[config.mk]
export PLATFORM = sky130hd
export DESIGN_NAME = field_reg
export DESIGN_NICKNAME = d
export VERILOG_FILES = /design/src/user_io_pkg.sv /design/src/field_reg.sv
export SDC_FILE = /design/constraint.sdc
export NUM_CORES = 1
export LEC_CHECK = 0
export BUFFER_PORTS_ARGS = -buffer_cell sky130_fd_sc_hd__buf_2
export CELL_PAD_IN_SITES_DETAIL_PLACEMENT = 0
export CELL_PAD_IN_SITES_GLOBAL_PLACEMENT = 1
export CORE_UTILIZATION = 37
export DETAILED_ROUTE_END_ITERATION = 10
export HOLD_SLACK_MARGIN = 0.12
export PLACE_DENSITY_LB_ADDON = 0.25
export SLEW_MARGIN = 20
export SYNTH_ARGS = -nofsm -noshare
export SYNTH_HDL_FRONTEND = slang
export SYNTH_SLANG_ARGS = --single-unit
[constraint.sdc]
create_clock -name clk_sys -period 1.1 [get_ports clk_sys]
set_clock_uncertainty 0.05 [all_clocks]
set_input_delay 0.055 -clock clk_sys [delete_from_list [all_inputs] [get_ports clk_sys]]
set_output_delay 0.055 -clock clk_sys [all_outputs]
set_load 0.01 [all_outputs]
[src/user_io_pkg.sv]
package user_io_pkg;

    // one byte as it travels over SPI
    typedef logic [7:0] spi_byte_t;

    // byte position within a transfer, saturates at 255
    typedef logic [7:0] byte_idx_t;

    // joystick word, loaded least significant byte first
    typedef logic [31:0] joy_state_t;

    // mounted image size in bytes, least significant byte first
    typedef logic [31:0] img_size_t;

    // buttons, switches and video mode flags
    typedef logic [7:0] but_sw_t;

    // command codes sent by the host as byte 0
    localparam spi_byte_t CMD_BUTTONS  = 8'h01;
    localparam spi_byte_t CMD_KBD_OUT  = 8'h04;
    localparam spi_byte_t CMD_KBD_IN   = 8'h05;
    localparam spi_byte_t CMD_MOUNT    = 8'h1c;
    localparam spi_byte_t CMD_IMG_SIZE = 8'h1d;

    // first of the joystick commands, one code per channel
    localparam spi_byte_t CMD_JOY_BASE = 8'h60;

    // identification byte returned while byte 0 shifts in
    localparam spi_byte_t CORE_TYPE = 8'ha6;

    // upper nibble of the keyboard status reply
    localparam logic [3:0] KBD_STATUS_TAG = 4'ha;

    // field positions inside but_sw_t
    localparam int BUT_SW_BUTTONS_LSB  = 0;
    localparam int BUT_SW_SWITCHES_LSB = 2;
    localparam int BUT_SW_SCANDBL_BIT  = 4;
    localparam int BUT_SW_YPBPR_BIT    = 5;

endpackage
[src/field_reg.sv]
`timescale 1ns/1ps

module field_reg #(
    parameter type T = user_io_pkg::joy_state_t
) (
    input  logic                   clk_sys,
    input  logic                   load,
    input  logic [1:0]             byte_sel,
    input  user_io_pkg::spi_byte_t wr_byte,
    output T                       value
);

    // number of byte lanes in the payload
    localparam int LANES = $bits(T) / 8;

    // each lane keeps its contents until the host rewrites it
    always_ff @(posedge clk_sys) begin
        for (int i = 0; i < LANES; i++) begin
            if (load && (byte_sel == i)) begin
                value[i*8 +: 8] <= wr_byte;
            end
        end
    end

    // the decoder must not address a lane this payload lacks
    a_lane_in_range: assert property (
        @(posedge clk_sys) load |-> (int'(byte_sel) < LANES)
    );

endmodule

# Yosys cells after proc, flatten, opt, wreduce, memory -nomap -nowiden

Cells that the tools add are included.

Equal/unequal tests: 3
Reductions and logical operators: 5

Operators by type and width:

| operator                                       | number |
|---|---|
| == test 2 bit (second input constant)          | 2 |
| logical AND 1 bit                              | 4 |
| == test 2 x 1 -> 1 bit (second input constant) | 1 |
| logical NOT 2 bit                              | 1 |

Register bits after elaboration: 32
Input port bits: 12
Output and inout port bits: 32
Logic and storage cells: 12

# Longest topological paths before layout

Depth in word-level cells: 2
Gate-level depth with buffers: 1
Depth with buffers taken out: 1

# Least setup slack after synthesis

OpenSTA, ideal clock, no wires.

Path kind: input-to-reg
Start point: input port byte_sel[0]
End point: register value[0] (netlist bit), enable pin
Setup time: 0.370 ns
Arrival time: 0.472 ns
Slack: 0.208 ns
Stages: 1
Buffers on the path: 0
Path through: nor3b_2

Longest elaborated chain between the ends: 2

Ends and longest elaborated chain:

| item                          | RTL line        | text |
|---|---|---|
| start, declared               | field_reg.sv:8  | `input logic [1:0] byte_sel,` |
| logical NOT 2 bit             | field_reg.sv:19 | `if (load && (byte_sel == i)) begin` |
| logical AND 1 bit             | field_reg.sv:19 |  |
| end signal, assigned by index | field_reg.sv:20 | `value[i*8 +: 8] <= wr_byte;` |
| end, declared                 | field_reg.sv:10 | `output T value` |

No other way between the ends.
A chain may end at the register's enable or synchronous reset.

# Worst setup path after layout

Start point: register value[10] (netlist bit)
End point: output port value[10] (netlist bit)

No word-level cell between the ends.

==> metrics.json <==
{
  "timing.critical_path.slowest_cell_delay": {"value": 0.39, "unit": "ns"},
  "number_of_antenna_violations_at_the_first_check_in_global_routing": {"value": 0},
  "die_area": {"value": 2910, "unit": "sq um"},
  "vias_per_cell": {"value": 4.42},
  "cts.clk_slew.worst_paths": {"value": 0.09, "unit": "ns"},
  "met1Wirelength": {"value": 632, "unit": "um"},
  "synth-seq-area-share": {"value": 96.2, "unit": "%"},
  "area.growth.synth_to_final": {"value": 38.6, "unit": "%"},
  "timing.critical_path.from_type": {"value": "register"},
  "drtAntennaViolNets": {"value": 0},
  "wl_per_cell": {"value": 13.1, "unit": "um"},
  "synth_largest_area_cell": {"value": "sky130_fd_sc_hd__edfxtp_1"},
  "synth_seq_cells": {"value": 32},
  "via_count": {"value": 552},
  "vdd_ir_drop_max": {"value": 930, "unit": "uV"},
  "timing.hold.worst_endpoint": {"value": "value[0]"},
  "worst_hold_path_type": {"value": "in -> reg"},
  "min_period_over_period": {"value": 87.8, "unit": "%"},
  "gr-total-overflow": {"value": 0},
  "largest-register": {"value": "value"},
  "whs": {"value": 0.174, "unit": "ns"},
  "fmaxAchievable": {"value": 1030, "unit": "MHz"},
  "wp_data_arrival": {"value": 0.86, "unit": "ns"},
  "finalNetCount": {"value": 107},
  "crit_slowest_cell": {"value": "sky130_fd_sc_hd__edfxtp_1"},
  "drt_drc_violations_left": {"value": 0},
  "critical_path_peak_fanout": {"value": 1},
  "crit_type": {"value": "reg -> out"},
  "mappedNetlistNets": {"value": 48},
  "global_route_usage_sum": {"value": 13.2, "unit": "%"},
  "yosysWarningCount": {"value": 0},
  "hold_depth": {"value": 3},
  "ctsLongestPathBuffers": {"value": 2},
  "min_period": {"value": 0.966, "unit": "ns"},
  "hold_viol_final": {"value": 0},
  "portBuffers": {"value": 43},
  "worst-endpoint-required": {"value": 1.00, "unit": "ns"},
  "maxSlewViolCount": {"value": 0},
  "cts-hold-fix-buffers": {"value": 8},
  "syn-mean-instance-area": {"value": 27.7, "unit": "sq um"},
  "first_global_vias": {"value": 499},
  "synth.lib_cells_used.distinct": {"value": 4},
  "layout.filler_cells": {"value": 224},
  "transition_time_at_the_pin_with_the_least_slew_margin": {"value": 0.360, "unit": "ns"},
  "setup_viol_count_final": {"value": 0},
  "cts_setup_buffers": {"value": 0},
  "core_region_area": {"value": 2520, "unit": "sq um"},
  "grt_setup_unrepaired": {"value": "false"},
  "drt_iter0_markers": {"value": 10},
  "placementRows": {"value": 18},
  "setup_total_negative_slack": {"value": 0, "unit": "ns"},
  "worstSetupEndpointType": {"value": "output pin"},
  "cts_root_buffer": {"value": "sky130_fd_sc_hd__clkbuf_4"},
  "power_per_cell_area": {"value": 1540, "unit": "nW/um^2"},
  "post_route_cells_drive_above_1_share": {"value": 53.7, "unit": "%"},
  "globalplace.congestion": {"value": 0.609},
  "timing.critical_path.buf_inv": {"value": 1},
  "netlist.area_leader.share": {"value": 96.2, "unit": "%"},
  "slew_headroom": {"value": 76.0, "unit": "%"},
  "synthTopCellsByArea": {"value": "sky130_fd_sc_hd__edfxtp_1 96%, sky130_fd_sc_hd__and3b_1 1.8%, sky130_fd_sc_hd__nor3b_2 1.3%"},
  "hp-start": {"value": "byte_sel[1]"},
  "global_route_wire_length_before_repair": {"value": 2300, "unit": "um"},
  "max_ffs_per_register": {"value": 32},
  "postCtsResizedCells": {"value": 0},
  "cts-buffers-inserted": {"value": 5},
  "initial_core_util": {"value": 39.6, "unit": "%"},
  "syn_inst": {"value": 36},
  "detail_route.first_pass.iterations": {"value": 4},
  "htree_levels": {"value": 2},
  "cpLargestDelayFamily": {"value": "flip-flops"},
  "finalWirelength": {"value": 1630, "unit": "um"},
  "top_signal_layer_used": {"value": "met4"},
  "cts_sinks": {"value": 32},
  "timing.critical_path.cells": {"value": "buf_2"},
  "die_h": {"value": 53.9, "unit": "um"},
  "leakagePower": {"value": 0.550, "unit": "nW"},
  "die_x": {"value": 53.9, "unit": "um"},
  "io_pins": {"value": 44},
  "status": {"value": "complete, no violations"},
  "tritoncts_clock_tree": {"value": "done"},
  "met2_length": {"value": 836, "unit": "um"},
  "synth_cell_area": {"value": 998, "unit": "sq um"},
  "drv.max_cap_violation_count": {"value": 0},
  "met3RoutedLength": {"value": 155, "unit": "um"},
  "antenna_cells_inserted": {"value": 0},
  "grt_start_max_net_pins": {"value": 10},
  "reg.largest.list": {"value": "value x32"},
  "totalPowerFinal": {"value": 2.13, "unit": "mW"}
}
==> worst max-delay path by stage <==
stage | startpoint | end | slack, ns | depth (start not counted)
after floorplan | byte_sel[0] | value[0] | 0.21 | 1
after global placement | byte_sel[1] | value[15] | 0.11 | 2
after detailed placement | byte_sel[0] | value[21] | 0.08 | 2
after CTS | value[10] | value[10] | 0.11 | 1
after global routing | value[16] | value[16] | 0.08 | 1
final | value[10] | value[10] | 0.13 | 1
==> report_power, final <==
part	switching [mW]	leakage, nW	internal, mW	total (mW)
Clock	0.333	0.0261	0.222	0.556
Sequential	0.0124	0.294	1.40	1.42
Combinational	0.0862	0.230	0.0742	0.160
==> cell usage after synthesis <==
master                     count
sky130_fd_sc_hd__edfxtp_1     32
sky130_fd_sc_hd__and3b_1       2
sky130_fd_sc_hd__and3_2        1
sky130_fd_sc_hd__nor3b_2       1
==> worst min-delay path: cells and delay by family <==
kind	cells	cell delay (ns)
buffers and inverters	2	0.28
AND/OR/NAND/NOR	1	0.04
==> through the flow <==
stage | setup slack, ns | cell area, sq um | utilization (%) | cells
4_1_cts | 0.111 | 1380 | 54.9 | 125
2_1_floorplan | 0.208 | 998 | - | 36
6_report | 0.134 | 1380 | 54.9 | 125
3_3_place_gp | 0.107 | 1260 | 49.9 | 110
3_5_place_dp | 0.0800 | 1260 | 49.9 | 110
5_1_grt | 0.0778 | 1380 | 54.9 | 125
==> final cells by class <==
| class | instances | area, sq um | share of cell area [%] |
|---|---|---|---|
| clock inverters | 2 | 7.51 | 0.542 |
| repair buffers | 52 | 303 | 21.9 |
| well taps | 30 | 37.5 | 2.71 |
| multi-input cells | 4 | 37.5 | 2.71 |
| clock buffers | 5 | 37.5 | 2.71 |
| flip-flops and latches | 32 | 961 | 69.4 |
==> cells by family (layout without fill, tap and decap cells) <==
kind of cell / count (synthesis) / in the layout / synth area share, %
flops: 32 / 32 / 96.2
simple gates: 4 / 4 / 3.76
buf+inv: 0 / 59 / 0
==> layout by cell type, fill, tap and decap left out <==
cell	netlist	routed
sky130_fd_sc_hd__buf_2	0	43
sky130_fd_sc_hd__edfxtp_1	32	32
sky130_fd_sc_hd__buf_4	0	1
sky130_fd_sc_hd__clkbuf_4	0	5
sky130_fd_sc_hd__and3b_1	2	2
sky130_fd_sc_hd__clkinv_1	0	2
sky130_fd_sc_hd__nor3b_2	1	1
sky130_fd_sc_hd__and3_2	1	1
sky130_fd_sc_hd__dlygate4sd3_1	0	8
==> per-layer routing <==
metal | track usage (%) | vias up
met5 | 0 | -
met4 | 7.89 | 0
met3 | 8.47 | 2
met2 | 19.5 | 27
met1 | 14.0 | 261
li1 | - | 262
No activity file was read; power rests on OpenSTA's default activity.
