### src/user_io_pkg.sv
package user_io_pkg;

    // one byte as it travels over SPI
    typedef logic [7:0] spi_byte_t;

    // byte position within a transfer, saturates at 255
    typedef logic [7:0] byte_idx_t;

    // joystick word, loaded least significant byte first
    typedef logic [31:0] joy_state_t;

    // mounted image size in bytes, least significant byte first
    typedef logic [31:0] img_size_t;

    // buttons, switches and video mode flags
    typedef logic [7:0] but_sw_t;

    // command codes sent by the host as byte 0
    localparam spi_byte_t CMD_BUTTONS  = 8'h01;
    localparam spi_byte_t CMD_KBD_OUT  = 8'h04;
    localparam spi_byte_t CMD_KBD_IN   = 8'h05;
    localparam spi_byte_t CMD_MOUNT    = 8'h1c;
    localparam spi_byte_t CMD_IMG_SIZE = 8'h1d;

    // first of the joystick commands, one code per channel
    localparam spi_byte_t CMD_JOY_BASE = 8'h60;

    // identification byte returned while byte 0 shifts in
    localparam spi_byte_t CORE_TYPE = 8'ha6;

    // upper nibble of the keyboard status reply
    localparam logic [3:0] KBD_STATUS_TAG = 4'ha;

    // field positions inside but_sw_t
    localparam int BUT_SW_BUTTONS_LSB  = 0;
    localparam int BUT_SW_SWITCHES_LSB = 2;
    localparam int BUT_SW_SCANDBL_BIT  = 4;
    localparam int BUT_SW_YPBPR_BIT    = 5;

endpackage
### src/cmd_decoder.sv
`timescale 1ns/1ps

module cmd_decoder #(
    parameter int NUM_JOY = 4
) (
    input  logic                   clk_sys,
    input  user_io_pkg::spi_byte_t rx_byte,
    input  logic                   rx_toggle,
    input  logic                   xfer_idle,
    output logic [1:0]             byte_sel,
    output user_io_pkg::spi_byte_t wr_byte,
    output logic [NUM_JOY-1:0]     joy_load,
    output logic                   size_load,
    output logic                   but_load,
    output logic                   kbd_ack,
    output logic                   kbd_wr,
    output logic [1:0]             img_mounted
);

    logic                   toggle_meta;
    logic                   toggle_sync;
    logic                   toggle_seen;
    logic                   idle_meta;
    logic                   idle_sync;

    logic                   byte_event;
    logic                   payload;
    logic                   in_word;

    user_io_pkg::spi_byte_t cmd;
    user_io_pkg::byte_idx_t byte_cnt;

    logic [NUM_JOY-1:0]     joy_load_d;
    logic [1:0]             byte_sel_d;

    // two-flop synchronizers from the SPI_CLK domain
    always_ff @(posedge clk_sys) begin
        toggle_meta <= rx_toggle;
        toggle_sync <= toggle_meta;
        toggle_seen <= toggle_sync;
        idle_meta   <= xfer_idle;
        idle_sync   <= idle_meta;
    end

    // rx_byte has been stable for at least two clk_sys periods here
    assign byte_event = (toggle_sync != toggle_seen) && !idle_sync;
    assign payload    = byte_event && (byte_cnt != '0);
    assign in_word    = (byte_cnt >= 8'd1) && (byte_cnt <= 8'd4);

    always_comb begin
        for (int j = 0; j < NUM_JOY; j++) begin
            joy_load_d[j] = payload && in_word &&
                (cmd == user_io_pkg::spi_byte_t'(user_io_pkg::CMD_JOY_BASE + j));
        end
    end

    // payload bytes 1..4 land in lanes 0..3
    assign byte_sel_d = (cmd == user_io_pkg::CMD_BUTTONS) ? 2'd0 : byte_cnt[1:0] - 2'd1;

    always_ff @(posedge clk_sys) begin
        if (idle_sync) begin
            byte_cnt    <= '0;
            joy_load    <= '0;
            size_load   <= 1'b0;
            but_load    <= 1'b0;
            kbd_ack     <= 1'b0;
            kbd_wr      <= 1'b0;
            img_mounted <= 2'b00;
        end else begin
            if (byte_event && byte_cnt != '1) begin
                byte_cnt <= byte_cnt + 1'b1;
            end
            joy_load  <= joy_load_d;
            size_load <= payload && in_word && (cmd == user_io_pkg::CMD_IMG_SIZE);
            but_load  <= payload && (cmd == user_io_pkg::CMD_BUTTONS);
            kbd_ack   <= payload && (byte_cnt == 8'd1) && (cmd == user_io_pkg::CMD_KBD_OUT);
            kbd_wr    <= payload && (byte_cnt == 8'd1) && (cmd == user_io_pkg::CMD_KBD_IN);
            img_mounted <= 2'b00;
            if (payload && (byte_cnt == 8'd1) && (cmd == user_io_pkg::CMD_MOUNT)) begin
                img_mounted[rx_byte[0]] <= 1'b1;
            end
        end
    end

    // command and write data follow each accepted byte
    always_ff @(posedge clk_sys) begin
        if (byte_event) begin
            if (byte_cnt == '0) begin
                cmd <= rx_byte;
            end
            wr_byte  <= rx_byte;
            byte_sel <= byte_sel_d;
        end
    end

    a_single_load: assert property (
        @(posedge clk_sys) disable iff (idle_sync)
        $onehot0({joy_load, size_load, but_load, kbd_ack, kbd_wr})
    );

    // mount notification is a single-cycle pulse on one drive
    a_mount_pulse: assert property (
        @(posedge clk_sys)
        (img_mounted != 2'b00) |-> $onehot(img_mounted) ##1 (img_mounted == 2'b00)
    );

endmodule

### config.mk
export PLATFORM = sky130hd
export DESIGN_NAME = cmd_decoder
export DESIGN_NICKNAME = d
export VERILOG_FILES = /design/src/user_io_pkg.sv /design/src/cmd_decoder.sv
export SDC_FILE = /design/constraint.sdc
export NUM_CORES = 1
export LEC_CHECK = 0
export ABC_CLOCK_PERIOD_IN_PS = 2300
export BUFFER_PORTS_ARGS = -buffer_cell sky130_fd_sc_hd__buf_2
export CAP_MARGIN = 40
export CORE_MARGIN = 2
export CORE_UTILIZATION = 50
export CTS_BUF_LIST = sky130_fd_sc_hd__clkbuf_8
export CTS_CLUSTER_DIAMETER = 80
export DETAILED_ROUTE_END_ITERATION = 8
export PLACE_DENSITY = 0.74
export SLEW_MARGIN = 20
export SYNTH_ARGS = -nofsm -noshare
export SYNTH_HDL_FRONTEND = slang
export SYNTH_SLANG_ARGS = --single-unit
### constraint.sdc
create_clock -name clk_sys -period 2.3 [get_ports clk_sys]
set_clock_uncertainty 0.05 [all_clocks]
set_input_delay 0.23 -clock clk_sys [delete_from_list [all_inputs] [get_ports clk_sys]]
set_output_delay 0.23 -clock clk_sys [all_outputs]
set_load 0.05 [all_outputs]
Yosys cells after proc, flatten, opt, wreduce, memory -nomap -nowiden
Cells that the tools add are included.

Flip-flop bits (word level): 41. Bits of input ports: 11. Output and inout bits: 20. Logic and storage cells: 57.

Add/subtract/negate cells: 2. Order comparisons: 4. Equal/unequal tests: 12. Multiplexer cells: 2. Bitwise gates (word level): 1. Reductions and logical operators: 21.

Operator list (count): $eq 8x7->1 const B (4); $eq 8x1->1 const B (2); $eq 8x3->1 const B (2); $eq 8x5->1 const B (2); $logic_and 1x1->1 (16); $add 8x1->8 const B (1); $ge 8x1->1 const B (1); $le 8x3->1 const B (1); $logic_not 8->1 (1); $ne 8x8->1 const B (1); $reduce_bool 8->1 (1); $lt 1x2->1 const B (1); $reduce_and 2->1 (1); $reduce_or 2->1 (1); $sub 2x1->2 const B (1); $demux 1 s1 (1); $ge 1x1->1 const B (1); $logic_not 1->1 (1); $mux 1 (1); $ne 1x1->1 (1); $not 1->1 (1).

Logic depth before layout (Yosys ltp)
Word-level depth: 7. Mapped depth: 6. Depth with buffers taken out: 6.

Least setup slack after synthesis
OpenSTA, ideal clock, no wires.

Path type: register to register. From: register byte_cnt[7]. To: register cmd[0] (enable). Library setup time: 0.383 ns. Data arrival time: 1.454 ns. Required time: 1.867 ns. Path slack: 0.412 ns. Cell stages (with the launch flop): 4. Path buffers: 0. Clock period less this slack: 1.888 ns. Cell sequence: dfxtp_1 nor4_2 nand3_1 nor3_1.

Longest elaborated chain between the ends: 2.

Ends and longest elaborated chain: from (decl) (line cmd_decoder.sv:31) `user_io_pkg::byte_idx_t byte_cnt;`; from (signal assigned) (line cmd_decoder.sv:71) `byte_cnt <= byte_cnt + 1'b1;`; $logic_not 8->1 (line cmd_decoder.sv:88) `if (byte_cnt == '0) begin`; $reduce_and 2->1 (no line); to (signal assigned) (line cmd_decoder.sv:89) `cmd <= rx_byte;`; to (decl) (line cmd_decoder.sv:30) `user_io_pkg::spi_byte_t cmd;`.

No other way between the ends. A chain may end at the register's enable or synchronous reset.

Worst setup path after layout
From: register byte_cnt[0]. To: register img_mounted[1].

Longest elaborated chain between the ends: 6. Elaborated cells on any way between the ends: 7. Those cells by class: 1 x eq/ne; 1 x bitwise; 5 x reduce/logical.

Ends and longest elaborated chain: $reduce_bool 8->1 (line cmd_decoder.sv:47) `assign payload = byte_event && (byte_cnt != '0);`; $logic_and 1x1->1 (line cmd_decoder.sv:47); $logic_and 1x1->1 (*) (2 in a row) (line cmd_decoder.sv:79) `if (payload && (byte_cnt == 8'd1) && (cmd == user_io_pkg::CMD_MOUNT)) begin`; $not 1->1 (no line) (*); $reduce_or 2->1 (no line) (*); to (signal assigned) (line cmd_decoder.sv:68) `img_mounted <= 2'b00;`; to (signal assigned) (line cmd_decoder.sv:78) `img_mounted <= 2'b00;`; to (signal, indexed assignment) (line cmd_decoder.sv:80) `img_mounted[rx_byte[0]] <= 1'b1;`; to (decl) (line cmd_decoder.sv:17) `output logic [1:0] img_mounted`.

Mark *: on every way between the ends. The rest lies on a longest branch, timed or not.

==> reports/qor.yml <==
period_needed_ns: 2.00
synth_edf_count: 18
grtUsageTotal_pct: 16.8
yosys_most_used_dff: "dfxtp_1"
wl_um: 2610
globalplace.congestion: 0.726
htree_levels: 2
grt_overflow: 0
drc: 0
path_class: "register to register"
die_w_um: 59.7
fp.dieH_um: 59.7
fin_tns_setup_ns: 0
area_growth_pct: 20.5
status: "finished clean"
reg2reg_depth: 6
cts_setup_buffers: 0
grt.met1_usage_pct: 21.1
crit_required_ns: 2.48
vdd_ir_drop_max_mv: 0.515
dp_hpwl_um: 1870
cts_root_buf: "clkbuf_8"
rows: 20
clock-sinks: 41
slowest_stage: "or4b_1"
whs_ns: 0.0684
cpPeakStageDelay_ns: 0.47
hp-class: "input pin to register"
via_per_inst: 5.42
fin_util_pct: 62.2
leakagePower_nw: 0.737
crit_path_max_fanout: 6
cp-end-kind: "register"
grt_pass1_vias: 945
worst_slew_margin_rel_pct: 64.7
die_area_mm2: 0.00356
antenna_cells: 0
io_pins: 31
yosysSeqAreaShare_pct: 64.6
min_path_cells: 1
drt-wirelength-per-cell_um: 13.3
cts_tree: "done"
drv_cap: 0
detail-route-antenna-nets: 0
gr-usage-met2_pct: 24.1
grt_setup_unrepaired: "no"
async_flop_share_pct: 0
firstDrtPassIters: 4
setup_viol: 0
worst_setup_path_start_kind: "register"
ys_ff_latch: 41
synth_cell_types: 38
grt_util_met3_pct: 7.14
powerDensity_mw_per_mm2: 802
busiest_layer: "met2"
avgSynthCellArea_um2: 12.6
grt_max_degree: 17
cts_buffers: 5
fmax_ghz: 0.501
nNetsFinal: 177
path_cells: "inv_1 > ha_1 > or4b_1 > or3_4 > nor2_2 > and4_1"
portBuffers: 30
fin_crit_sh_pct: 86.9
synth_cells: 123
critPathArrivalTime_ns: 2.18
syn-num-nets: 138
clock_path_buffers: 2
grt_antenna_before_repair: 0
insertion_delay_ns: 0.29
clkTransAtPathRegs_ns: 0.07
hold_viol: 0
drtIter0Drc: 47
start_util_pct: 51.6
route.vias.total: 1062
drive_gt1_share_pct: 27.6
yosysWarningCount: 0
worst_pin_slew_ns: 0.529
slew_viol_final: 0
netlist_area_mm2: 0.00155
grt_pass1_wl_um: 4250
coreArea_mm2: 0.00300
through the flow:
step	cell area (um2)	std cells	power, mW	setup WS (ns)
final	1870	196	1.50	0.302
after global placement	1730	185	0.964	0.397
after floorplan	1550	123	0.928	0.412
after detailed placement	1740	186	0.970	0.323
after global routing	1870	196	1.56	0.169
after CTS	1870	196	1.52	0.302
synth_stat cells (2+ instances only):
cell type | number | area share [%]
a211oi_1 | 2 | 0.97
a21oi_1 | 3 | 0.97
a31oi_1 | 2 | 0.81
and3_1 | 2 | 0.81
and4_1 | 2 | 1.1
and4b_1 | 2 | 1.3
dfxtp_1 | 23 | 30
edfxtp_1 | 18 | 35
ha_1 | 4 | 3.2
inv_1 | 4 | 0.97
mux2i_1 | 2 | 1.3
nand2_1 | 8 | 1.9
nand2b_1 | 3 | 1.2
nand3_1 | 4 | 1.3
nor2_1 | 11 | 2.7
nor3_1 | 7 | 2.3
nor3b_1 | 3 | 1.5
nor4b_1 | 2 | 1.1
or2_2 | 2 | 0.81
kinds of logic after synthesis:
| family | Yosys count | share of synthesized area, % |
|---|---|---|
| flip-flops | 41 | 64.6 |
| buffers and inverters | 6 | 1.94 |
| adder cells (fa/ha/maj) | 4 | 3.23 |
| AND/OR/NAND/NOR | 57 | 22.1 |
| XOR/XNOR | 2 | 2.34 |
| AO/OA/AOI/OAI | 11 | 4.52 |
| multiplexers | 2 | 1.29 |
critical path: cells and delay by family (launching register included):
family,cells,cell delay [ns]
simple gates,4,1.11
flops,1,0.44
buf+inv,1,0.09
fa+ha+maj,1,0.24
power breakdown:
group          leakage [nW]  internal [mW]  switching (mW)  total (mW)
clock network        0.0570          0.316           0.229       0.544
logic                 0.326         0.0487          0.0881       0.137
registers             0.354          0.796          0.0213       0.818
sequential cells by signal, indices dropped and copies added (netlist names):
register / count
byte_cnt: 8
cmd: 8
wr_byte: 8
joy_load: 4
byte_sel: 2
img_mounted: 2
but_load: 1
idle_meta: 1
idle_sync: 1
kbd_ack: 1
kbd_wr: 1
size_load: 1
toggle_meta: 1
toggle_seen: 1
toggle_sync: 1
cell type report:
cell class                      instances  area, um2
Fill cell                             246       1130
Sequential cell                        41       1000
Multi-Input combinational cell         76        519
Timing Repair Buffer                   34        185
Clock buffer                            5       68.8
Tap cell                               33       41.3
Clock inverter                          3       37.5
Inverter                                4       15.0
worst paths after layout:
check	from	endpoint	slack, ns
worst max-delay path	byte_cnt[0]	img_mounted[1]	0.30
worst min-delay path	rx_byte[4]	cmd[4]	0.07
worst max register to register	byte_cnt[0]	img_mounted[1]	0.30
worst min register to register	toggle_meta	toggle_sync	0.29
per-layer routing:
metal  routed length (um)  up-vias
met1                 1180      492
met3                  205        4
met2                 1170       38
li1                     -      528
met5                    0        -
met4                   57        0
what timing repair did:
action | 4_1_cts | 5_1_grt
resized for setup | 0 | 0
hold buffers | 2 | 0
endpoints found under the hold margin | 2 | 0
cell usage in the layout, fill, tap and decap left out, drive strengths merged, types with 3 or more instances in the layout:
| cell type | n |
|---|---|
| nor3b | 3 |
| buf | 32 |
| ha | 4 |
| and4 | 3 |
| nor2 | 12 |
| nand2 | 8 |
| clkbuf | 5 |
| nand2b | 3 |
| a21oi | 3 |
| nor3 | 7 |
| inv | 5 |
| dfxtp | 23 |
| nand3 | 4 |
| edfxtp | 18 |
(Power assumes the default switching activity.)
