--- config.mk ---
export PLATFORM = sky130hd
export DESIGN_NAME = kbd_port
export DESIGN_NICKNAME = d
export VERILOG_FILES = /design/src/user_io_pkg.sv /design/src/kbd_port.sv
export SDC_FILE = /design/constraint.sdc
export NUM_CORES = 1
export LEC_CHECK = 0
export BUFFER_PORTS_ARGS = -buffer_cell sky130_fd_sc_hd__buf_4
export CORE_AREA = 2 2 39 41
export DETAILED_ROUTE_END_ITERATION = 12
export DIE_AREA = 0 0 41 43
export PLACE_DENSITY = 0.52
export SLEW_MARGIN = 5
export SYNTH_ARGS = -nofsm -noshare
export SYNTH_HDL_FRONTEND = slang
export SYNTH_SLANG_ARGS = --single-unit
--- constraint.sdc ---
create_clock -name clk_sys -period 1.4 [get_ports clk_sys]
set_input_delay 0.14 -clock clk_sys [delete_from_list [all_inputs] [get_ports clk_sys]]
set_output_delay 0.14 -clock clk_sys [all_outputs]
set_load 0.01 [all_outputs]
--- src/user_io_pkg.sv ---
package user_io_pkg;

    // one byte as it travels over SPI
    typedef logic [7:0] spi_byte_t;

    // byte position within a transfer, saturates at 255
    typedef logic [7:0] byte_idx_t;

    // joystick word, loaded least significant byte first
    typedef logic [31:0] joy_state_t;

    // mounted image size in bytes, least significant byte first
    typedef logic [31:0] img_size_t;

    // buttons, switches and video mode flags
    typedef logic [7:0] but_sw_t;

    // command codes sent by the host as byte 0
    localparam spi_byte_t CMD_BUTTONS  = 8'h01;
    localparam spi_byte_t CMD_KBD_OUT  = 8'h04;
    localparam spi_byte_t CMD_KBD_IN   = 8'h05;
    localparam spi_byte_t CMD_MOUNT    = 8'h1c;
    localparam spi_byte_t CMD_IMG_SIZE = 8'h1d;

    // first of the joystick commands, one code per channel
    localparam spi_byte_t CMD_JOY_BASE = 8'h60;

    // identification byte returned while byte 0 shifts in
    localparam spi_byte_t CORE_TYPE = 8'ha6;

    // upper nibble of the keyboard status reply
    localparam logic [3:0] KBD_STATUS_TAG = 4'ha;

    // field positions inside but_sw_t
    localparam int BUT_SW_BUTTONS_LSB  = 0;
    localparam int BUT_SW_SWITCHES_LSB = 2;
    localparam int BUT_SW_SCANDBL_BIT  = 4;
    localparam int BUT_SW_YPBPR_BIT    = 5;

endpackage
--- src/kbd_port.sv ---
`timescale 1ns/1ps

module kbd_port (
    input  logic                   clk_sys,
    input  logic                   kbd_out_strobe,
    input  logic                   kbd_ack,
    input  logic                   kbd_wr,
    input  user_io_pkg::spi_byte_t wr_byte,
    output logic                   kbd_avail,
    output user_io_pkg::spi_byte_t kbd_in_data,
    output logic                   kbd_in_strobe
);

    // nothing pending after configuration
    logic avail_q = 1'b0;

    // a new byte from the core wins over a host acknowledge
    always_ff @(posedge clk_sys) begin
        if (kbd_out_strobe) begin
            avail_q <= 1'b1;
        end else if (kbd_ack) begin
            avail_q <= 1'b0;
        end
    end

    assign kbd_avail = avail_q;

    always_ff @(posedge clk_sys) begin
        kbd_in_strobe <= kbd_wr;
    end

    // data is valid together with the strobe
    always_ff @(posedge clk_sys) begin
        if (kbd_wr) begin
            kbd_in_data <= wr_byte;
        end
    end

endmodule

-- Word-level counts from Yosys, hierarchy flattened
Index checks and enable logic that the tools add are counted.
- output and inout bits: 10
- register bits after elaboration: 10
- bits of input ports: 12
- logic and storage cells: 3

-- Logic depth before layout (Yosys ltp)
Gate-level depths: netlist of the first run.
- word-level depth: 0
- mapped depth: 2
- depth with buffers taken out: 2

-- Least setup slack after synthesis of the first run
OpenSTA, ideal clock, no wires.
- path kind: register to register
- from: register kbd_avail (netlist name)
- to: register avail_q (netlist: kbd_avail)
- path slack: 822 ps
- path buffers: 0
- stages on the path, launching flop included: 2
- data required time: 1286 ps
- data arrival time: 464 ps
- library setup time: 114 ps
- period minus slack after synthesis: 578 ps
- path through: dfxtp_1 -> a21o_1
- RTL lines (what ; line ; text):
    to (signal assigned) ; kbd_port.sv:20 ; avail_q <= 1'b1;
    to (signal assigned) ; kbd_port.sv:22 ; avail_q <= 1'b0;
    to (decl) ; kbd_port.sv:15 ; logic avail_q = 1'b0;

-- Worst setup path in the final report of the first run
- from: register kbd_in_data[0]
- to: output port kbd_in_data[0]
- RTL lines (what ; line ; text):
    from (decl) ; kbd_port.sv:10 ; output user_io_pkg::spi_byte_t kbd_in_data,
    from (signal assigned) ; kbd_port.sv:35 ; kbd_in_data <= wr_byte;
No word-level cell between the ends.

==> flow_metrics.env, run 1 <==
export IMPL_setup_tns_ps=0
export IMPL_routed_wl_um=561
export IMPL_numClockSinks=10
export IMPL_synth_cell_area_um2=292
export IMPL_hold_viol=0
export IMPL_r2r_start="kbd_avail$_SDFFE_PP1P_"
export IMPL_cts_root_buf="clkbuf_4"
export IMPL_crit_type="reg -> out"
export IMPL_fmax_mhz=1090
export IMPL_cts_hold_buf=0
export IMPL_synthCells=12
export IMPL_viasPerCell=3.74
export IMPL_drc_errors=0
export IMPL_num_antenna_cells=0
export IMPL_rows=14
export IMPL_die_h_um=43
export IMPL_yosysSeqAreaShare_pct=96.1
export IMPL_layout_nets=50
export IMPL_cap_violations=0
export IMPL_vdd_ir_drop_max_v=0.000391
export IMPL_power_density_nw_per_um2=1240
export IMPL_finClkSkew_ps=0
export IMPL_min_path_type="in -> reg"
export IMPL_synth_cell_type_count=4
export IMPL_clock_latency_ps=250
export IMPL_synth_nets=24
export IMPL_yosysWarnings=0
export IMPL_endpoint_kind="primary output"
export IMPL_tightest_slew_ps=112
export IMPL_maxSlewHeadroom_pct=92.5
export IMPL_drive_gt1_share_pct=64.9
export IMPL_via_count=198
export IMPL_grt_overflow_total=0
export IMPL_dpl_cell_count=49
export IMPL_path_delay_family="flip-flops"
export IMPL_outcome="completed"
export IMPL_cts_made_buffers=3
export IMPL_critPathLaunchType="register"
export IMPL_grt_max_degree=10
export IMPL_cts_resized=0
export IMPL_ant_nets=0
export IMPL_cts_buffer_depth=2
export IMPL_r2r_slack_ps=840
export IMPL_core_um2=1380
export IMPL_final_cell_mix="21 x buf_4, 8 x edfxtp_1, 3 x clkbuf_4"
export IMPL_portBuffers=21
export IMPL_area_growth_pct=70.0
export IMPL_gp_congestion=0.612
export IMPL_io_pins=22
export IMPL_startpoint="kbd_in_data[0]$_DFFE_PP_"
export IMPL_setup_viol=0
export IMPL_crit_path_max_fanout=1
export IMPL_avgRoutedWirePerCell_um=10.6
export IMPL_grt_pass1_wl_um=759
export IMPL_drt_iter0_markers=0
export IMPL_first_global_vias=180
export IMPL_instances_no_fill=53
export IMPL_rsz0062_at_grt="false"
export IMPL_clkTransAtPathRegs_ps=60
export IMPL_synth_seq_cells=10
export IMPL_cp_arrival_ps=780
export IMPL_cts_setup_buffers=0
export IMPL_first_pass_iters=1
export IMPL_maxSlewViolCount=0
export IMPL_dieArea_um2=1760
export IMPL_cts_tree="done"
export IMPL_min_from="kbd_out_strobe"
export IMPL_cts_htree_levels=1
export IMPL_start_util_pct=21.1
export IMPL_synth_area_per_cell_um2=24.3
export IMPL_p_leak_nw=0.222
export IMPL_cp_num_buf_inv=1
export IMPL_die_w_um=41
export IMPL_grt_total_usage_pct=7.47
export IMPL_slowest_stage="edfxtp_1"
export IMPL_fill_cells=144
export IMPL_path_cells="buf_4"
export IMPL_final_period_utilization_pct=65.4
export IMPL_min_period_ps=915
export IMPL_worst_ep_required_time_ps=1260
export IMPL_final_common_cell="buf_4"
export IMPL_slowest_delay_ps=370
export IMPL_antenna_found_initial=0
metal layers:
metal | track usage (%) | vias to the layer above | share of wire [%]
li1 | - | 93 | -
met5 | 0 | - | 0
met1 | 10.3 | 85 | 40
met2 | 7.19 | 18 | 39
met4 | 8.00 | 0 | 2.0
met3 | 4.19 | 2 | 19
area by class of cell:
class                   instances  area [um^2]  area share (%)
inverters                       1         3.75           0.758
multi-input cells               1         7.51            1.52
flip-flops and latches         10          280            56.6
repair buffers                 21          158            31.8
clock buffers                   3         22.5            4.55
clock inverters                 1         3.75           0.758
well taps                      16         20.0            4.04
flip-flops by register name, summed over array words and instances (netlist names):
name           cells
kbd_in_strobe      1
kbd_avail          1
kbd_in_data        8
synthesized netlist by cell type:
| cell type | instances | area [um^2] |
|---|---|---|
| edfxtp_1 | 8 | 240 |
| dfxtp_1 | 2 | 40.0 |
| inv_1 | 1 | 3.75 |
| a21o_1 | 1 | 7.51 |
power breakdown:
part | total [W] | internal, W | switching [W]
combinational | 0.0000734 | 0.0000457 | 0.0000277
sequential | 0.000351 | 0.000345 | 0.00000631
clock | 0.000191 | 0.000102 | 0.0000881
total | 0.000615 | 0.000493 | 0.000122
metrics by stage:
stage / setup slack, ps / cell area [um^2] / util, % / hold WS, ps / power [W]
after floorplan: 822 / 292 / - / 168 / 0.000372
after global placement: 763 / 469 / 33.9 / 311 / 0.000431
after detailed placement: 752 / 469 / 33.9 / 315 / 0.000433
after CTS: 468 / 495 / 35.8 / 48.7 / 0.000626
after global routing: 441 / 495 / 35.8 / 36.5 / 0.000649
final: 485 / 495 / 35.8 / 54.5 / 0.000615
cell families (layout without fill, tap and decap cells):
family                 Yosys count  after routing  share of synthesized area, %
DFF                             10             10                          96.1
AOI/OAI and AO/OA                1              1                          2.58
buffers and inverters            1             26                          1.29
path summary, 6_finish.rpt:
path | cells past startpoint | end
max | 1 | kbd_in_data[0]
min | 2 | kbd_avail$_SDFFE_PP1P_
max reg2reg | 1 | kbd_avail$_SDFFE_PP1P_
min reg2reg | 1 | kbd_avail$_SDFFE_PP1P_
Power figures use the tool's default switching activity.
==> run 2, diff against run 1 <==
ABC_AREA = 1   (was default)
PLACE_DENSITY = 0.54   (was 0.52)
clock period = 0.8 ns   (was 1.4 ns; I/O delays follow)
==> run 2 against run 1 <==
The flow now finishes with violations (negative setup slack). Largest power group unchanged. Highest routed layer is now met3. Critical endpoint is now kbd_in_data[1]. Sequential power up 77%. Largest cell class unchanged. Clock-buffer cell count stayed put. Clock power is 68% higher. Non-clock buffer count increased by 8. Final cell count up 17%. Core utilization rose by 8.3 points. Hold slack got worse by 47 ps. Design area up 23%. Global-route usage is 1.3 points higher.
==> flow_metrics.env, run 2 <==
export IMPL_final_common_cell="buf_4"
export IMPL_routed_wl_um=642
export IMPL_grt_total_usage_pct=8.75
export IMPL_power_density_nw_per_um2=1840
export IMPL_cts_root_buf="clkbuf_4"
export IMPL_p_leak_nw=0.270
export IMPL_synth_top_cell_area_share_pct=81.4
export IMPL_num_antenna_cells=0
export IMPL_portBuffers=21
export IMPL_antenna_found_initial=0
export IMPL_viasPerCell=3.71
export IMPL_cts_setup_buffers=0
export IMPL_outcome="finished, violations left"
export IMPL_clkTransAtPathRegs_ps=60
export IMPL_synth_ff_type="edfxtp_1"
export IMPL_path_delay_family="flip-flops"
export IMPL_crit_type="reg -> out"
export IMPL_vdd_ir_drop_max_v=0.000731
export IMPL_first_pass_iters=2
export IMPL_ys_top_cells_by_count="8 x edfxtp_1, 2 x dfxtp_1, 2 x inv_1, 2 x nand2_1"
export IMPL_dpl_cell_area_um2=473
export IMPL_start_util_pct=21.3
export IMPL_crit_path_max_fanout=1
export IMPL_cts_tree="done"
export IMPL_drt_iter0_markers=2
export IMPL_via_count=230
export IMPL_yosysWarnings=0
export IMPL_tightest_slew_ps=112
export IMPL_io_pins=22
export IMPL_synth_seq_cells=10
export IMPL_top_register="kbd_in_data"
export IMPL_layout_nets=60
export IMPL_die_h_um=43
export IMPL_avgRoutedWirePerCell_um=10.4
export IMPL_rows=14
export IMPL_core_um2=1380
export IMPL_final_period_utilization_pct=109
export IMPL_grt_pass1_wl_um=993
export IMPL_path_cells="buf_6"
export IMPL_setup_viol=8
export IMPL_finClkSkew_ps=0
export IMPL_synth_nets=26
export IMPL_slowest_delay_ps=400
export IMPL_critPathLaunchType="register"
export IMPL_area_growth_pct=107
export IMPL_yosysSeqAreaShare_pct=94.9
export IMPL_synth_edff_count=8
export IMPL_setup_tns_ps=-347
export IMPL_dieArea_um2=1760
export IMPL_synth_cell_type_count=4
export IMPL_drive_gt1_share_pct=54.3
export IMPL_maxSlewHeadroom_pct=92.6
export IMPL_maxSlewViolCount=0
export IMPL_setup_ws_ps=-70.3
export IMPL_rsz0062_at_grt="true"
export IMPL_hold_viol=0
export IMPL_die_w_um=41
export IMPL_drc_errors=0
export IMPL_ant_nets=0
export IMPL_slowest_stage="edfxtp_1"
export IMPL_cts_made_buffers=3
export IMPL_synth_area_leaders="edfxtp_1 81%, dfxtp_1 14%, inv_1 2.5%"
export IMPL_cp_arrival_ps=790
export IMPL_worst_ep_required_time_ps=720
export IMPL_synth_area_per_cell_um2=21.1
export IMPL_largest_reg_flops=8
export IMPL_grt_overflow_total=0
export IMPL_cts_htree_levels=1
export IMPL_violations="negative setup slack"
export IMPL_numClockSinks=10
export IMPL_min_period_ps=870
export IMPL_synth_cell_area_um2=295
export IMPL_cap_violations=0
export IMPL_synthCells=14
export IMPL_first_global_vias=253
export IMPL_cp_num_buf_inv=1
export IMPL_grt_max_degree=10
export IMPL_gp_congestion=0.572
export IMPL_cts_buffer_depth=2
export IMPL_ys_async_sr_fraction_pct=0
export IMPL_synth_most_common_cell="edfxtp_1"
export IMPL_clock_latency_ps=250
export IMPL_fmax_mhz=1150
export IMPL_fin_area_um2=611
export IMPL_synth_top_cell_by_area="edfxtp_1"
export IMPL_endpoint_kind="primary output"
export IMPL_final_cell_mix="12 x buf_4, 9 x buf_6, 8 x dlygate4sd3_1, 8 x edfxtp_1, 3 x clkbuf_4"
export IMPL_min_path_type="in -> reg"
## run 2: per-layer routing
metal	routed length, um	vias up	global-route usage (%)
li1	-	113	-
met3	75	0	4.19
met5	0	-	0
met4	0	0	6.00
met2	311	18	12.5
met1	255	99	9.73
## run 2: cell type report
class / count / area (um^2)
Clock buffer: 3 / 22.5
Tap cell: 16 / 20.0
Fill cell: 125 / 773
Timing Repair Buffer: 29 / 272
Sequential cell: 10 / 282
Inverter: 2 / 7.51
Multi-Input combinational cell: 2 / 7.51
## run 2: logic make-up (layout without fill, tap and decap cells)
kind of cell	count (synthesis)	in the layout	share of synthesized area, %
and+or+nand+nor	2	2	2.54
buffers and inverters	2	34	2.54
DFF	10	10	94.9
## run 2: report_power, final
| part | switching, W | internal (W) | leakage [nW] |
|---|---|---|---|
| clock network | 0.000147 | 0.000172 | 0.0138 |
| logic | 0.0000559 | 0.000125 | 0.162 |
| registers | 0.0000174 | 0.000606 | 0.0950 |
| total | 0.000220 | 0.000904 | 0.270 |
## run 2: metrics by stage
step	std cells	setup WS (ps)	hold slack, ps	total power, W	utilization (%)
after floorplan	14	271	108	0.000652	-
after global placement	51	220	258	0.000754	34.2
after detailed placement	51	217	259	0.000758	34.2
after CTS	61	-79.7	0.191	0.00113	42.3
after global routing	62	-108	1.09	0.00118	44.1
final	62	-70.3	8.03	0.00112	44.1
## run 2: final timing paths
path                            start                      to  slack (ps)  cells after the start
max reg2reg    kbd_avail$_SDFFE_PP1P_  kbd_avail$_SDFFE_PP1P_         270                      2
min reg2reg    kbd_avail$_SDFFE_PP1P_  kbd_avail$_SDFFE_PP1P_         460                      2
min                    kbd_out_strobe  kbd_avail$_SDFFE_PP1P_           8                      3
max          kbd_in_data[1]$_DFFE_PP_          kbd_in_data[1]         -70                      1
## run 2: timing repair
item	4_1_cts	5_1_grt
hold endpoints to repair	7	1
setup endpoints to repair	9	9
gates cloned	0	0
resized for setup	6	4
hold buffers	7	1
pin swaps	0	0
==> run 3, diff against run 2 <==
CORE_AREA = 8 8 45 47   (was 2 2 39 41)
CTS_BUF_LIST = sky130_fd_sc_hd__clkbuf_16   (was default)
DIE_AREA = 0 0 53 55   (was 0 0 41 43)
PLACE_DENSITY = 0.52   (was 0.54)
clock period = 1.13 ns   (was 0.8 ns; I/O delays follow)
==> run 3 against run 2 <==
The flow now finishes without violations. Routed wire length rose by 18%. Via count fell by 4.3%. Non-clock buffer count fell by 8. Die area rose by 65%. Clock skew did not move. Register-to-register slack improved by 350 ps. Power rose by 2.3%. First-iteration DRC count fell by 50%. Sequential cell count did not move. Critical path depth did not move. Clock-buffer cell count did not move.
==> flow_metrics.env, run 3 (same netlist as run 2, synthesis figures left out) <==
export IMPL_avgRoutedWirePerCell_um=13.7
export IMPL_gp_congestion=0.699
export IMPL_cts_hold_buf=0
export IMPL_multiInputGateArea_um2=7.51
export IMPL_grt_pass1_wl_um=1050
export IMPL_grt_overflow_total=0
export IMPL_rsz0062_at_grt="false"
export IMPL_top_register="kbd_in_data"
export IMPL_cts_setup_buffers=0
export IMPL_maxSlewViolCount=0
export IMPL_core_um2=1380
export IMPL_drc_errors=0
export IMPL_first_global_vias=247
export IMPL_switching_share_pct=17.5
export IMPL_regToRegEndpoint="kbd_avail$_SDFFE_PP1P_"
export IMPL_slowest_stage="edfxtp_1"
export IMPL_die_w_um=53
export IMPL_area_growth_pct=86.9
export IMPL_antenna_found_initial=0
export IMPL_startpoint="kbd_in_data[6]$_DFFE_PP_"
export IMPL_min_period_ps=865
export IMPL_cts_buffer_depth=2
export IMPL_comb_power_share_pct=8.1
export IMPL_tightest_slew_ps=114
export IMPL_die_h_um=55
export IMPL_hold_viol=0
export IMPL_min_path_type="in -> reg"
export IMPL_start_util_pct=21.3
export IMPL_dieArea_um2=2920
export IMPL_vdd_ir_drop_max_v=0.000747
export IMPL_grt_total_usage_pct=5.46
export IMPL_setup_ws_ps=265
export IMPL_p_int_w=0.000949
export IMPL_portBuffers=21
export IMPL_switching_power_w=0.000201
export IMPL_r2r_start="kbd_avail$_SDFFE_PP1P_"
export IMPL_crit_type="reg -> out"
export IMPL_layout_nets=52
export IMPL_slowest_delay_ps=360
export IMPL_cts_htree_levels=1
export IMPL_first_pass_iters=2
export IMPL_p_seq_share_pct=38.1
export IMPL_critPathLaunchType="register"
export IMPL_outcome="completed"
export IMPL_dp_slack_ps=511
export IMPL_clkTransAtPathRegs_ps=40
export IMPL_r2r_cells=2
export IMPL_numClockSinks=10
export IMPL_cts_root_buf="clkbuf_16"
export IMPL_viasPerCell=4.00
export IMPL_path_cells="buf_4"
export IMPL_num_antenna_cells=0
export IMPL_via_count=220
export IMPL_grt_max_degree=10
export IMPL_cap_violations=0
export IMPL_path_depth=1
export IMPL_fmax_mhz=1160
export IMPL_cp_arrival_ps=750
export IMPL_final_common_cell="buf_4"
export IMPL_maxSlewHeadroom_pct=92.4
export IMPL_crit_path_end="kbd_in_data[6]"
export IMPL_final_period_utilization_pct=76.5
export IMPL_rows=14
export IMPL_cp_num_buf_inv=1
export IMPL_drive_gt1_share_pct=61.5
export IMPL_clock_latency_ps=230
export IMPL_fill_cells=130
export IMPL_ant_nets=0
export IMPL_cts_tree="done"
export IMPL_drt_iter0_markers=1
export IMPL_endpoint_kind="primary output"
export IMPL_cts_resized=0
export IMPL_finClkSkew_ps=0
export IMPL_setup_tns_ps=0
export IMPL_largest_reg_flops=8
export IMPL_crit_path_max_fanout=1
export IMPL_path_delay_family="flip-flops"
export IMPL_p_clk_share_pct=53.8
export IMPL_final_cell_mix="21 x buf_4, 8 x edfxtp_1, 3 x inv_1, 3 x clkbuf_16"
export IMPL_regArea_um2=280
export IMPL_routed_wl_um=755
export IMPL_setup_viol=0
export IMPL_r2r_slack_ps=620
export IMPL_p_leak_nw=0.254
export IMPL_io_pins=22
export IMPL_cts_made_buffers=3
export IMPL_power_density_nw_per_um2=2080
export IMPL_worst_ep_required_time_ps=1020
[run 3: cell types whose count changed in the layout (fill, tap and decap cells not counted), moves of 3 or more]
| cell | previous run | this run |
|---|---|---|
| buf_4 | 12 | 21 |
| buf_6 | 9 | 0 |
| clkbuf_16 | 0 | 3 |
| clkbuf_4 | 3 | 0 |
| dlygate4sd3_1 | 8 | 0 |
[run 3: worst register-to-register path: stages (launching register included)]
cell and delay (ps):
dfxtp_1 310, nand2_1 60, nand2_1 40
[run 3: worst min path at each step]
| stage | start | to | depth (start not counted) |
|---|---|---|---|
| 5_1_grt | wr_byte[7] | kbd_in_data[7]$_DFFE_PP_ | 1 |
| 6_report | wr_byte[7] | kbd_in_data[7]$_DFFE_PP_ | 1 |
| 2_1_floorplan | kbd_wr | kbd_in_strobe$_DFF_P_ | 0 |
| 4_1_cts | wr_byte[7] | kbd_in_data[7]$_DFFE_PP_ | 1 |
| 3_5_place_dp | wr_byte[7] | kbd_in_data[7]$_DFFE_PP_ | 1 |
| 3_3_place_gp | kbd_out_strobe | kbd_avail$_SDFFE_PP1P_ | 3 |
[run 3: area by class of cell]
| cell class | count | share of cell area, % |
|---|---|---|
| clock inverter | 1 | 0.680 |
| tap | 16 | 3.63 |
| timing repair buffer | 21 | 28.6 |
| sequential | 10 | 50.8 |
| inverter | 2 | 1.36 |
| multi-input combinational | 2 | 1.36 |
| clock buffer | 3 | 13.6 |
[run 3: routing by layer]
layer	wire [um]	up-vias	GRT usage, %
met1	340	97	5.94
met4	15	0	5.17
li1	-	99	-
met2	244	22	6.05
met3	155	2	4.81
met5	0	-	0
[run 3: power by group through the flow]
stage | combinational [W] | sequential [W] | clock, W
2_1_floorplan | 0.00000299 | 0.000459 | 0
3_5_place_dp | 0.0000959 | 0.000444 | 0
3_3_place_gp | 0.0000934 | 0.000443 | 0
5_1_grt | 0.000100 | 0.000440 | 0.000650
6_report | 0.0000930 | 0.000438 | 0.000618
4_1_cts | 0.0000958 | 0.000439 | 0.000627
[run 3: through the flow]
stage	hold WS, ps	util (%)	instances	total power [W]	area, um^2
after floorplan	141	-	14	0.000462	295
final	52.9	39.9	55	0.00115	552
after detailed placement	293	34.2	51	0.000540	473
after global placement	292	34.2	51	0.000536	473
after global routing	47.7	39.9	55	0.00119	552
after CTS	51.3	39.9	55	0.00116	552
